$ cat src/isa_pkg.sv
package isa_pkg;

    typedef logic [7:0] byte_t;     // data byte or memory address.
    typedef logic [3:0] reg_idx_t;

    // codes 4 to 15 decode as no-operation.
    typedef enum logic [3:0] {
        op_jmp = 4'd0,
        op_lod = 4'd1,
        op_str = 4'd2,
        op_add = 4'd3
    } opcode_t;

    typedef struct packed {
        reg_idx_t reg1;
        reg_idx_t reg2;
    } reg_pair_t;

    // low byte is two source registers, or an address for jmp, lod and str.
    typedef union packed {
        reg_pair_t regs;
        byte_t     addr;
    } inst_low_t;

    typedef struct packed {
        opcode_t   op;
        reg_idx_t  reg0;
        inst_low_t low;
    } inst_t;

    localparam int unsigned num_regs = 16;

    // pc step, wraps at 256.
    localparam byte_t inst_bytes = 8'd2;

endpackage

$ cat src/mem_bus_pkg.sv
package mem_bus_pkg;

    import isa_pkg::*;

    // held stable by the master until it sees ready.
    typedef struct packed {
        logic  req;
        logic  we;
        byte_t addr;
        byte_t wdata;
    } mem_req_t;

    // ready lasts one cycle per access, rdata valid with it.
    typedef struct packed {
        logic  ready;
        byte_t rdata;
    } mem_rsp_t;

    localparam mem_req_t mem_req_idle = '{
        req:   1'b0,
        we:    1'b0,
        addr:  8'h00,
        wdata: 8'h00
    };

endpackage

$ cat src/core_control.sv
`timescale 1ns/1ps

module core_control
    import isa_pkg::*;
(
    input  logic     clk,
    input  logic     rst,
    input  logic     inst_valid,
    input  inst_t    inst,
    output logic     inst_take,
    output logic     flush,
    output byte_t    jump_pc,
    output reg_idx_t raddr_a,
    output reg_idx_t raddr_b,
    input  byte_t    rdata_a,
    input  byte_t    rdata_b,
    output logic     issue,
    output opcode_t  op,
    output byte_t    addr,
    output byte_t    val1,
    output byte_t    val2,
    input  logic     busy,
    input  logic     done,
    input  byte_t    result,
    output logic     reg_we,
    output reg_idx_t reg_waddr,
    output byte_t    reg_wdata
);

    opcode_t  pend_op;
    reg_idx_t pend_dst;
    logic     is_jump;
    logic     is_exec;
    logic     is_nop;
    logic     exec_free;

    assign is_jump   = (inst.op == op_jmp);
    assign is_exec   = inst.op inside {op_lod, op_str, op_add};
    assign is_nop    = !is_jump && !is_exec;
    assign exec_free = !busy && !done;   // writeback lands before next issue.

    // store reads reg0, add reads reg1 and reg2.
    assign raddr_a = (inst.op == op_str) ? inst.reg0 : inst.low.regs.reg1;
    assign raddr_b = inst.low.regs.reg2;

    assign flush     = inst_valid && is_jump;
    assign jump_pc   = inst.low.addr;
    assign issue     = inst_valid && is_exec && exec_free;
    assign inst_take = flush || issue || (inst_valid && is_nop);

    assign op   = inst.op;
    assign addr = inst.low.addr;
    assign val1 = rdata_a;
    assign val2 = rdata_b;

    always_ff @(posedge clk) begin
        if (!rst) begin
            pend_op <= op_jmp;
        end else begin
            if (issue) begin
                pend_op <= inst.op;
            end
        end
    end

    always_ff @(posedge clk) begin
        if (issue) begin
            pend_dst <= inst.reg0;
        end
    end

    // only load and add write a register.
    assign reg_we    = done && ((pend_op == op_lod) || (pend_op == op_add));
    assign reg_waddr = pend_dst;
    assign reg_wdata = result;

    // after a jump the fetch buffer is empty.
    a_jump_clears: assert property (@(posedge clk) disable iff (!rst)
        flush |=> !inst_valid);

endmodule

$ cat src/eightbit_cpu.sv
`timescale 1ns/1ps

module eightbit_cpu
    import isa_pkg::*;
    import mem_bus_pkg::*;
(
    input  logic     clk,
    input  logic     rst,
    output mem_req_t mem_out,
    input  mem_rsp_t mem_in
);

    mem_req_t fetch_bus;
    mem_req_t exec_bus;
    mem_rsp_t fetch_rsp;
    mem_rsp_t exec_rsp;

    logic     flush;
    byte_t    jump_pc;
    logic     inst_take;
    logic     inst_valid;
    inst_t    inst;

    reg_idx_t raddr_a;
    reg_idx_t raddr_b;
    byte_t    rdata_a;
    byte_t    rdata_b;
    logic     reg_we;
    reg_idx_t reg_waddr;
    byte_t    reg_wdata;

    logic     issue;
    opcode_t  op;
    byte_t    addr;
    byte_t    val1;
    byte_t    val2;
    logic     busy;
    logic     done;
    byte_t    result;

    fetch_unit u_fetch (
        .clk        (clk),
        .rst        (rst),
        .flush      (flush),
        .jump_pc    (jump_pc),
        .inst_take  (inst_take),
        .bus        (fetch_bus),
        .rsp        (fetch_rsp),
        .inst_valid (inst_valid),
        .inst       (inst)
    );

    exec_unit u_exec (
        .clk    (clk),
        .rst    (rst),
        .issue  (issue),
        .op     (op),
        .addr   (addr),
        .val1   (val1),
        .val2   (val2),
        .bus    (exec_bus),
        .rsp    (exec_rsp),
        .busy   (busy),
        .done   (done),
        .result (result)
    );

    reg_file u_regs (
        .clk     (clk),
        .rst     (rst),
        .raddr_a (raddr_a),
        .raddr_b (raddr_b),
        .rdata_a (rdata_a),
        .rdata_b (rdata_b),
        .we      (reg_we),
        .waddr   (reg_waddr),
        .wdata   (reg_wdata)
    );

    mem_arbiter u_arb (
        .clk       (clk),
        .rst       (rst),
        .fetch_bus (fetch_bus),
        .exec_bus  (exec_bus),
        .fetch_rsp (fetch_rsp),
        .exec_rsp  (exec_rsp),
        .mem_out   (mem_out),
        .mem_in    (mem_in)
    );

    core_control u_ctrl (
        .clk        (clk),
        .rst        (rst),
        .inst_valid (inst_valid),
        .inst       (inst),
        .inst_take  (inst_take),
        .flush      (flush),
        .jump_pc    (jump_pc),
        .raddr_a    (raddr_a),
        .raddr_b    (raddr_b),
        .rdata_a    (rdata_a),
        .rdata_b    (rdata_b),
        .issue      (issue),
        .op         (op),
        .addr       (addr),
        .val1       (val1),
        .val2       (val2),
        .busy       (busy),
        .done       (done),
        .result     (result),
        .reg_we     (reg_we),
        .reg_waddr  (reg_waddr),
        .reg_wdata  (reg_wdata)
    );

endmodule

$ cat src/exec_unit.sv
`timescale 1ns/1ps

module exec_unit
    import isa_pkg::*;
    import mem_bus_pkg::*;
(
    input  logic     clk,
    input  logic     rst,
    input  logic     issue,
    input  opcode_t  op,
    input  byte_t    addr,
    input  byte_t    val1,
    input  byte_t    val2,
    output mem_req_t bus,
    input  mem_rsp_t rsp,
    output logic     busy,
    output logic     done,
    output byte_t    result
);

    typedef enum logic [1:0] {
        ex_idle,
        ex_access,
        ex_finish
    } exec_state_t;

    exec_state_t state;
    opcode_t     op_q;
    byte_t       addr_q;
    byte_t       data_q;      // store data.
    byte_t       result_q;
    logic        accept;
    logic        is_mem;

    assign accept = issue && (state == ex_idle);
    assign is_mem = (op == op_lod) || (op == op_str);

    always_ff @(posedge clk) begin
        if (!rst) begin
            state <= ex_idle;
        end else begin
            case (state)
                ex_idle: begin
                    if (issue) begin
                        state <= is_mem ? ex_access : ex_finish;
                    end
                end
                ex_access: begin
                    if (rsp.ready) begin
                        state <= ex_finish;
                    end
                end
                ex_finish: state <= ex_idle;
                default:   state <= ex_idle;
            endcase
        end
    end

    always_ff @(posedge clk) begin
        if (accept) begin
            op_q   <= op;
            addr_q <= addr;
            data_q <= val1;
            if (op == op_add) begin
                result_q <= val1 + val2;    // wraps mod 256.
            end
        end
        if (state == ex_access && rsp.ready && op_q == op_lod) begin
            result_q <= rsp.rdata;
        end
    end

    assign bus = '{
        req:   (state == ex_access),
        we:    (state == ex_access) && (op_q == op_str),
        addr:  addr_q,
        wdata: data_q
    };

    assign busy   = (state != ex_idle);
    assign done   = (state == ex_finish);
    assign result = result_q;

    // control must hold off while an instruction is in here.
    a_no_issue_busy: assert property (@(posedge clk) disable iff (!rst)
        issue |-> !busy);

endmodule

$ cat src/fetch_unit.sv
`timescale 1ns/1ps

module fetch_unit
    import isa_pkg::*;
    import mem_bus_pkg::*;
(
    input  logic     clk,
    input  logic     rst,
    input  logic     flush,
    input  byte_t    jump_pc,
    input  logic     inst_take,
    output mem_req_t bus,
    input  mem_rsp_t rsp,
    output logic     inst_valid,
    output inst_t    inst
);

    typedef enum logic [1:0] {
        fs_idle,
        fs_high,
        fs_low
    } fetch_state_t;

    fetch_state_t state;
    byte_t        fetch_pc;     // next instruction to fetch.
    byte_t        req_addr;
    byte_t        high_q;
    inst_t        inst_q;
    logic         valid_q;
    logic         start;

    assign start = (state == fs_idle) && !flush && (!valid_q || inst_take);

    always_ff @(posedge clk) begin
        if (!rst) begin
            state    <= fs_idle;
            fetch_pc <= '0;
            valid_q  <= 1'b0;
        end else begin
            if (inst_take || flush) begin
                valid_q <= 1'b0;
            end
            if (flush) begin
                fetch_pc <= jump_pc;
            end
            case (state)
                fs_idle: begin
                    if (start) begin
                        state <= fs_high;
                    end
                end
                fs_high, fs_low: begin
                    if (rsp.ready) begin
                        if (flush) begin
                            state <= fs_idle;   // bus access done, data dropped.
                        end else if (state == fs_high) begin
                            state <= fs_low;
                        end else begin
                            state    <= fs_idle;
                            valid_q  <= 1'b1;
                            fetch_pc <= fetch_pc + inst_bytes;
                        end
                    end
                end
                default: state <= fs_idle;
            endcase
        end
    end

    always_ff @(posedge clk) begin
        if (start) begin
            req_addr <= fetch_pc;
        end else if (state == fs_high && rsp.ready) begin
            req_addr <= req_addr + 8'd1;
        end
        if (state == fs_high && rsp.ready) begin
            high_q <= rsp.rdata;    // lower address is the high half.
        end
        if (state == fs_low && rsp.ready && !flush) begin
            inst_q <= inst_t'({high_q, rsp.rdata});
        end
    end

    assign bus = '{req: (state != fs_idle), we: 1'b0, addr: req_addr, wdata: 8'h00};

    assign inst_valid = valid_q;
    assign inst       = inst_q;

    // the request may not move until the memory answers.
    a_req_stable: assert property (@(posedge clk) disable iff (!rst)
        bus.req && !rsp.ready |=> $stable(bus));

endmodule

$ cat src/mem_arbiter.sv
`timescale 1ns/1ps

module mem_arbiter
    import mem_bus_pkg::*;
(
    input  logic     clk,
    input  logic     rst,
    input  mem_req_t fetch_bus,
    input  mem_req_t exec_bus,
    output mem_rsp_t fetch_rsp,
    output mem_rsp_t exec_rsp,
    output mem_req_t mem_out,
    input  mem_rsp_t mem_in
);

    typedef enum logic [1:0] {
        own_free,
        own_fetch,
        own_exec
    } owner_t;

    owner_t owner;
    owner_t grant;

    // execute first, but only on a free bus.
    always_comb begin
        grant = owner;
        if (owner == own_free) begin
            if (exec_bus.req) begin
                grant = own_exec;
            end else if (fetch_bus.req) begin
                grant = own_fetch;
            end
        end
    end

    always_ff @(posedge clk) begin
        if (!rst) begin
            owner <= own_free;
        end else if (mem_in.ready) begin
            owner <= own_free;     // released on ready.
        end else begin
            owner <= grant;
        end
    end

    always_comb begin
        case (grant)
            own_exec:  mem_out = exec_bus;
            own_fetch: mem_out = fetch_bus;
            default:   mem_out = mem_req_idle;
        endcase
    end

    assign fetch_rsp = '{ready: mem_in.ready && (grant == own_fetch), rdata: mem_in.rdata};
    assign exec_rsp  = '{ready: mem_in.ready && (grant == own_exec), rdata: mem_in.rdata};

    // every ready from memory lands on exactly one master.
    a_one_ready: assert property (@(posedge clk) disable iff (!rst)
        mem_in.ready |-> $onehot({fetch_rsp.ready, exec_rsp.ready}));

endmodule

$ cat src/reg_file.sv
`timescale 1ns/1ps

module reg_file
    import isa_pkg::*;
(
    input  logic     clk,
    input  logic     rst,
    input  reg_idx_t raddr_a,
    input  reg_idx_t raddr_b,
    output byte_t    rdata_a,
    output byte_t    rdata_b,
    input  logic     we,
    input  reg_idx_t waddr,
    input  byte_t    wdata
);

    byte_t regs [num_regs];

    always_ff @(posedge clk) begin
        if (!rst) begin
            for (int i = 0; i < num_regs; i++) begin
                regs[i] <= '0;
            end
        end else if (we) begin
            regs[waddr] <= wdata;
        end
    end

    // new value visible from the cycle after the write.
    assign rdata_a = regs[raddr_a];
    assign rdata_b = regs[raddr_b];

endmodule

$ cat config.mk
export PLATFORM = sky130hd
export DESIGN_NAME = eightbit_cpu
export DESIGN_NICKNAME = d
export VERILOG_FILES = /design/src/isa_pkg.sv /design/src/mem_bus_pkg.sv /design/src/core_control.sv /design/src/eightbit_cpu.sv /design/src/exec_unit.sv /design/src/fetch_unit.sv /design/src/mem_arbiter.sv /design/src/reg_file.sv
export SDC_FILE = /design/constraint.sdc
export NUM_CORES = 1
export LEC_CHECK = 0
export ABC_AREA = 1
export BUFFER_PORTS_ARGS = -buffer_cell sky130_fd_sc_hd__buf_2
export CORE_ASPECT_RATIO = 1.75
export CORE_MARGIN = 2
export CORE_UTILIZATION = 68
export DETAILED_ROUTE_END_ITERATION = 8
export PLACE_DENSITY = 0.86
export SYNTH_ARGS = -nofsm -noshare
export SYNTH_HDL_FRONTEND = slang
export SYNTH_SLANG_ARGS = --single-unit
export TNS_END_PERCENT = 100
$ cat constraint.sdc
create_clock -name clk -period 9.3 [get_ports clk]
set_input_delay 0 -clock clk [delete_from_list [all_inputs] [get_ports clk]]
set_output_delay 0 -clock clk [all_outputs]
set_load 0.02 [all_outputs]
==> results of run 1 <==
==> worst max path at each step <==
| stage | from | to | slack, ps | cells after the start |
|---|---|---|---|---|
| 3_3_place_gp | u_fetch.inst[15] | u_exec.result[6] | 5450 | 18 |
| 5_1_grt | u_fetch.inst[15] | u_exec.result[6] | 4900 | 18 |
| 2_1_floorplan | u_fetch.inst[12] | u_exec.result[6] | 6090 | 20 |
| 3_5_place_dp | u_fetch.inst[15] | u_exec.result[6] | 5340 | 18 |
| 6_report | u_fetch.inst[15] | u_exec.result[6] | 5250 | 18 |
| 4_1_cts | u_fetch.inst[15] | u_exec.result[6] | 5290 | 18 |
==> timing repair <==
item	in CTS	in global routing
hold endpoints to repair	30	0
hold buffers	9	0
setup endpoints to repair	0	0
==> Yosys cell counts (5+ instances only) <==
master,number
a21oi_1,72
nand2_1,196
inv_1,145
edfxtp_1,192
clkbuf_1,31
o21ai_1,19
o21ai_0,89
buf_2,21
nor3_1,8
mux2i_1,13
nor2_1,191
o211ai_1,35
xor2_1,5
buf_6,5
nand3_1,67
dfxtp_1,22
o221ai_1,19
ha_1,16
==> where the power goes <==
part / leakage [nW] / internal (W) / switching [W]
Sequential: 2.09 / 0.00113 / 0.0000654
Clock: 0.284 / 0.000397 / 0.000350
Combinational: 2.46 / 0.000170 / 0.000356
==> metrics by stage <==
stage               setup WS [ps]  std cells  utilization [%]
floorplan                    6090       1205                -
global placement             5450       1365             70.4
detailed placement           5340       1365             70.4
CTS                          5290       1408             74.6
global route                 4900       1408             74.6
finish                       5250       1408             74.6
==> worst max-delay path: cells and delay by family (launching register included) <==
family,cells,cell delay [ps]
XOR/XNOR,1,140
buffers and inverters,1,70
AO/OA/AOI/OAI,6,910
flip-flops,1,440
adder cells (fa/ha/maj),2,610
AND/OR/NAND/NOR,8,1600
==> logic make-up (layout without fill, tap and decap cells) <==
kind of cell | count (synthesis) | in the layout | synth area share [%]
mux | 14 | 14 | 1.28
fa+ha+maj | 17 | 17 | 1.99
buf+inv | 209 | 223 | 7.79
compound gates | 257 | 257 | 13.8
flops | 214 | 214 | 56.1
xor+xnor | 8 | 8 | 0.633
simple gates | 486 | 486 | 18.4
==> registers in the layout, summed over array words and instances (netlist names), 3 cells and up, named ones only <==
| register | count |
|---|---|
| u_fetch.fetch_pc | 8 |
| u_regs.regs | 128 |
| u_exec.data_q | 8 |
| u_exec.addr_q | 8 |
| u_fetch.inst | 16 |
| u_ctrl.reg_waddr | 4 |
| u_fetch.high_q | 8 |
| u_exec.result | 8 |
| u_fetch.req_addr | 8 |
| u_ctrl.pend_op | 3 |
| u_exec.op_q | 4 |
==> metal layers <==
metal  vias up  routed length [µm]  global-route usage, %
li1       4120                   -                      -
met1      4327                9950                   41.2
met2       580               16300                   65.0
met3       187                2540                   4.81
met4         0                3700                   34.3
met5         -                   0                      0
==> final cells by class <==
class	count	area, µm²
Fill cell	1108	4030
Inverter	148	558
Sequential cell	214	6210
Clock buffer	24	514
Tap cell	189	236
Timing Repair Buffer	41	260
Clock inverter	10	65.1
Multi-Input combinational cell	782	4000
==> run_results.csv, run 1 <==
group,metric,value,unit
placement,port_buffers,28,
final_layout,layout_commonest_cell,"nand2_1",
route,vias,9214,
hold_path,hp-class,"in -> reg",
timing,hold_ws,62.9,ps
floorplan,die_h,173,µm
run,maxCapViolations,0,
floorplan,pin_count,29,
timing,drv_slew,0,
synthesis,synth_cells,1205,
timing,fin_crit_sh,43.6,%
global_routing,grt_overflow,0,
synthesis,synth-seq-cells,214,
global_routing,grt_pass1_vias,9055,
synthesis,yosysTopAreaCell,"edfxtp_1",
power,powerDensity,208,nW/µm²
floorplan,start_util,69.7,%
global_routing,grt_max_degree,116,
timing,finalSetupTns,0,ps
power,p_total,0.00246,W
timing,clock_skew,14.5,ps
clocking,cts_tree,"built",
clocking,cts_max_level,1,
final_layout,synthToLayoutAreaGrowth,7.01,%
global_routing,grt_pass1_wl,49800,µm
final_layout,diodes,0,
final_layout,stdcell_area,11800,µm²
route,drt_iter0_markers,1111,
setup_path,cp_common_cell,"nand2_1",
clocking,cts_buffers,19,
setup_path,worstRegToRegCells,18,
floorplan,dieArea,17300,µm²
placement,place_area,11200,µm²
setup_path,crit_chain,"nor2_4 -> nand3_1 -> nand2_2 -> o21ai_0 -> a21oi_1 -> o221ai_1 -> nand2_1 -> inv_1 -> ha_1 -> fa_1 -> nand2_1 -> nand2_1 -> a21oi_1 -> nor2_1 -> o21ai_0 -> nand2_1 -> xnor2_1 -> o21ai_0",
synthesis,ys.warnings.count,0,
hold_path,whs_path_depth,3,
hold_path,hold_end,"u_ctrl.pend_op[2]",
synthesis,synth_top_area_share,52.1,%
setup_path,r2r_end,"u_exec.result[6]",
setup_path,critPathKind,"reg -> reg",
synthesis,synth_area_leaders,"edfxtp_1, nand2_1, nor2_1",
timing,relSlewSlack,23.3,%
setup_path,crit_arrival,4300,ps
hold_path,min-delay-start,"rst",
placement,gp_congestion,0.948,
setup_path,worstReg2RegStart,"u_fetch.inst[15]",
setup_path,crit_required,9550,ps
synthesis,ys_async_sr_fraction,0,%
clocking,ctsResizeCount,0,
route,wirelength,32500,µm
power,leakage,4.84,nW
power,ir_drop,0.244,mV
synthesis,syn_nets,1233,
route,wl_per_cell,23.1,µm
final_layout,layout.nets,1234,
synthesis,ys_seq_area_share,56.1,%
setup_path,slowest_stage,"nand2_2",
clocking,cts_max_path_buffers,3,
outcome,status,"completed",
final_layout,final_cell_mix,"nand2_1, edfxtp_1, nor2_1",
route,post_drt_via_cell_ratio,6.54,
floorplan,die_x,100,µm
synthesis,ys.flop_type,"edfxtp_1",
clocking,cts.clk_slew.worst_paths,70,ps
timing,min_period,4050,ps
synthesis,synth_edf_count,192,
synthesis,synth_cell_types,46,
timing,timing.fmax,0.247,GHz
route,dr.pass1.iters,6,
timing,setup_viol,0,
global_routing,track_usage,38.6,%
setup_path,rrSetupSlack,5250,ps
floorplan,core,15900,µm²
timing,grt_setup_unrepaired,"no",
clocking,insertion_delay,500,ps
setup_path,cp-start-kind,"register",
floorplan,placementRows,61,
route,drt.antenna.violating_nets,0,
route,drc,0,
clocking,clock-sinks,214,
synthesis,netlist_area,11100,µm²
final_layout,drive_above_1_share,7.14,%
global_routing,antenna_found_initial,0,
timing,tightestPinTransition,1150,ps
setup_path,cp_max_fo,53,
setup_path,critPathCaptureType,"register",
clocking,cts-root-buf,"clkbuf_16",
timing,hold_viol,0,
placement,dp_hpwl,22300,µm
clocking,post_cts_buffers,0,
setup_path,cpPeakStageDelay,730,ps
synthesis,avgSynthCellArea,9.18,µm²
(Power assumes the default switching activity.)
==> inputs of run 2 (changes only) <==
--- a/config.mk
+++ b/config.mk
@@ -9,9 +9,9 @@
 export BUFFER_PORTS_ARGS = -buffer_cell sky130_fd_sc_hd__buf_2
 export CORE_ASPECT_RATIO = 1.75
 export CORE_MARGIN = 2
-export CORE_UTILIZATION = 68
+export CORE_UTILIZATION = 63
 export DETAILED_ROUTE_END_ITERATION = 8
-export PLACE_DENSITY = 0.86
+export PLACE_DENSITY = 0.8
 export SYNTH_ARGS = -nofsm -noshare
 export SYNTH_HDL_FRONTEND = slang
 export SYNTH_SLANG_ARGS = --single-unit
==> constraint.sdc (replaced) <==
create_clock -name clk -period 4.1 [get_ports clk]
set_input_delay 0 -clock clk [delete_from_list [all_inputs] [get_ports clk]]
set_output_delay 0 -clock clk [all_outputs]
set_load 0.02 [all_outputs]
==> run_results.csv, run 2 (synthesis gave the netlist of run 1 again) <==
group,metric,value,unit
timing,grt_setup_unrepaired,"no",
global_routing,grt_overflow,0,
timing,hold_viol,0,
hold_path,whs_path_depth,2,
route,drt.antenna.violating_nets,0,
setup_path,worstReg2RegStart,"u_fetch.inst[15]",
global_routing,grt_pass1_vias,8693,
placement,gp_congestion,0.979,
clocking,clock-sinks,214,
route,vias,9193,
clocking,cts_max_path_buffers,3,
final_layout,layout.nets,1254,
floorplan,start_util,63.7,%
setup_path,crit_start,"u_fetch.inst[15]",
route,wirelength,34500,µm
timing,min_period,3820,ps
placement,dp.cells,1424,
route,wl_per_cell,23.5,µm
setup_path,cp-start-kind,"register",
floorplan,pin_count,29,
setup_path,crit_arrival,4080,ps
timing,fin_crit_sh,93.2,%
outcome,status,"completed",
timing,relSlewSlack,13.4,%
clocking,cts.clk_slew.worst_paths,70,ps
global_routing,grt_max_degree,74,
timing,finalSetupTns,0,ps
power,seqPwrFrac,46.4,%
power,p_total,0.00581,W
clocking,cts_max_level,1,
floorplan,die_h,179,µm
setup_path,critPathKind,"reg -> reg",
timing,hold_ws,280,ps
route,dr.pass1.iters,6,
power,leakage,4.97,nW
final_layout,synthToLayoutAreaGrowth,9.60,%
clocking,post_cts_buffers,0,
clocking,cts_buffers,20,
global_routing,track_usage,36.9,%
clocking,cts-root-buf,"clkbuf_16",
timing,clock_skew,10.0,ps
final_layout,final-instance-count-excl-fill,1469,
setup_path,crit_required,4360,ps
floorplan,dieArea,18700,µm²
power,ir_drop,0.624,mV
timing,tightestPinTransition,1290,ps
power,swShare,30.5,%
timing,setup_viol,0,
floorplan,placementRows,64,
setup_path,cp_max_fo,28,
hold_path,min-delay-start,"mem_in[2]",
setup_path,critPathCaptureType,"register",
route,drt_iter0_markers,1057,
power,power_frac_clock,32.1,%
placement,dp_hpwl,24300,µm
final_layout,final_cell_mix,"nand2_1, edfxtp_1, nor2_1",
power,powerDensity,479,nW/µm²
route,post_drt_via_cell_ratio,6.26,
clocking,cts_tree,"built",
final_layout,diodes,0,
run,maxCapViolations,0,
power,power_switching,0.00177,W
timing,timing.fmax,0.262,GHz
final_layout,regMostFlops,"u_regs.regs",
power,internal_power,0.00404,W
route,drc,0,
power,p_comb_share,21.5,%
final_layout,largest_reg_flops,128,
timing,drv_slew,0,
placement,port_buffers,28,
final_layout,layout_commonest_cell,"nand2_1",
global_routing,grt_pass1_wl,50500,µm
clocking,insertion_delay,500,ps
floorplan,die_x,104,µm
global_routing,antenna_found_initial,0,
final_layout,drive_above_1_share,8.24,%
hold_path,hp-class,"in -> reg",
setup_path,worstRegToRegCells,18,
floorplan,core,17400,µm²
run 2: changes by cell type in the layout (fill, tap and decap cells not counted), moves of 2 or more:
cell / change
clkinv_2: -2
clkbuf_8: -2
dlygate4sd3_1: +2
clkbuf_1: +3
clkinv_4: -2
clkbuf_16: +4
buf_4: +16
run 2: power groups by stage:
stage / clock network [W] / registers, W / logic (W)
6_report: 0.00187 / 0.00270 / 0.00125
5_1_grt: 0.00193 / 0.00271 / 0.00136
4_1_cts: 0.00186 / 0.00269 / 0.00122
3_5_place_dp: 0 / 0.00273 / 0.00120
3_3_place_gp: 0 / 0.00273 / 0.00119
2_1_floorplan: 0 / 0.00266 / 0.000893
run 2: worst paths after layout:
kind                             to  slack (ps)
setup reg to reg   u_exec.result[5]         280
setup / recovery   u_exec.result[5]         280
hold reg to reg    u_fetch.inst[10]         430
hold / removal    u_fetch.high_q[2]         280
run 2: area by class of cell:
class / instances / area [µm²]
Sequential cell: 214 / 6210
Fill cell: 1334 / 5250
Multi-Input combinational cell: 782 / 4000
Clock buffer: 29 / 598
Inverter: 148 / 558
Timing Repair Buffer: 60 / 420
Tap cell: 231 / 289
Clock inverter: 5 / 55.1
run 2: per-layer routing:
layer	track usage [%]	wire length, µm	vias up
met5	0	0	-
met4	31.4	3510	0
met3	3.82	2220	163
met2	66.8	17800	546
met1	38.3	11000	4337
li1	-	-	4147
run 2: metrics by stage:
stage / instance area [µm²] / setup slack (ps) / utilization, %
after floorplan: 11100 / 895 / -
after global placement: 11400 / 469 / 65.4
after detailed placement: 11400 / 377 / 65.4
after CTS: 12100 / 325 / 69.8
after global routing: 12100 / 19.6 / 69.8
final: 12100 / 279 / 69.8
run 2: critical path, cell delays in order, from the launching register on:
cell,delay [ps]
edfxtp_1,430
nor2_4,270
nand3_1,170
nand2_2,460
buf_4,280
o21ai_0,90
o221ai_1,210
nand3_1,130
nand2_1,120
ha_1,270
nand2_1,70
nand2_1,50
a31oi_1,250
nor2_1,90
o21ai_0,190
nand2_1,90
or2_2,280
nand3_1,70
nand2_1,50
run 2: timing repair:
item / 4_1_cts / 5_1_grt
endpoints found under the setup margin: 0 / 0
hold endpoints to repair: 38 / 0
hold buffers: 11 / 0
resized for setup: 0 / 0
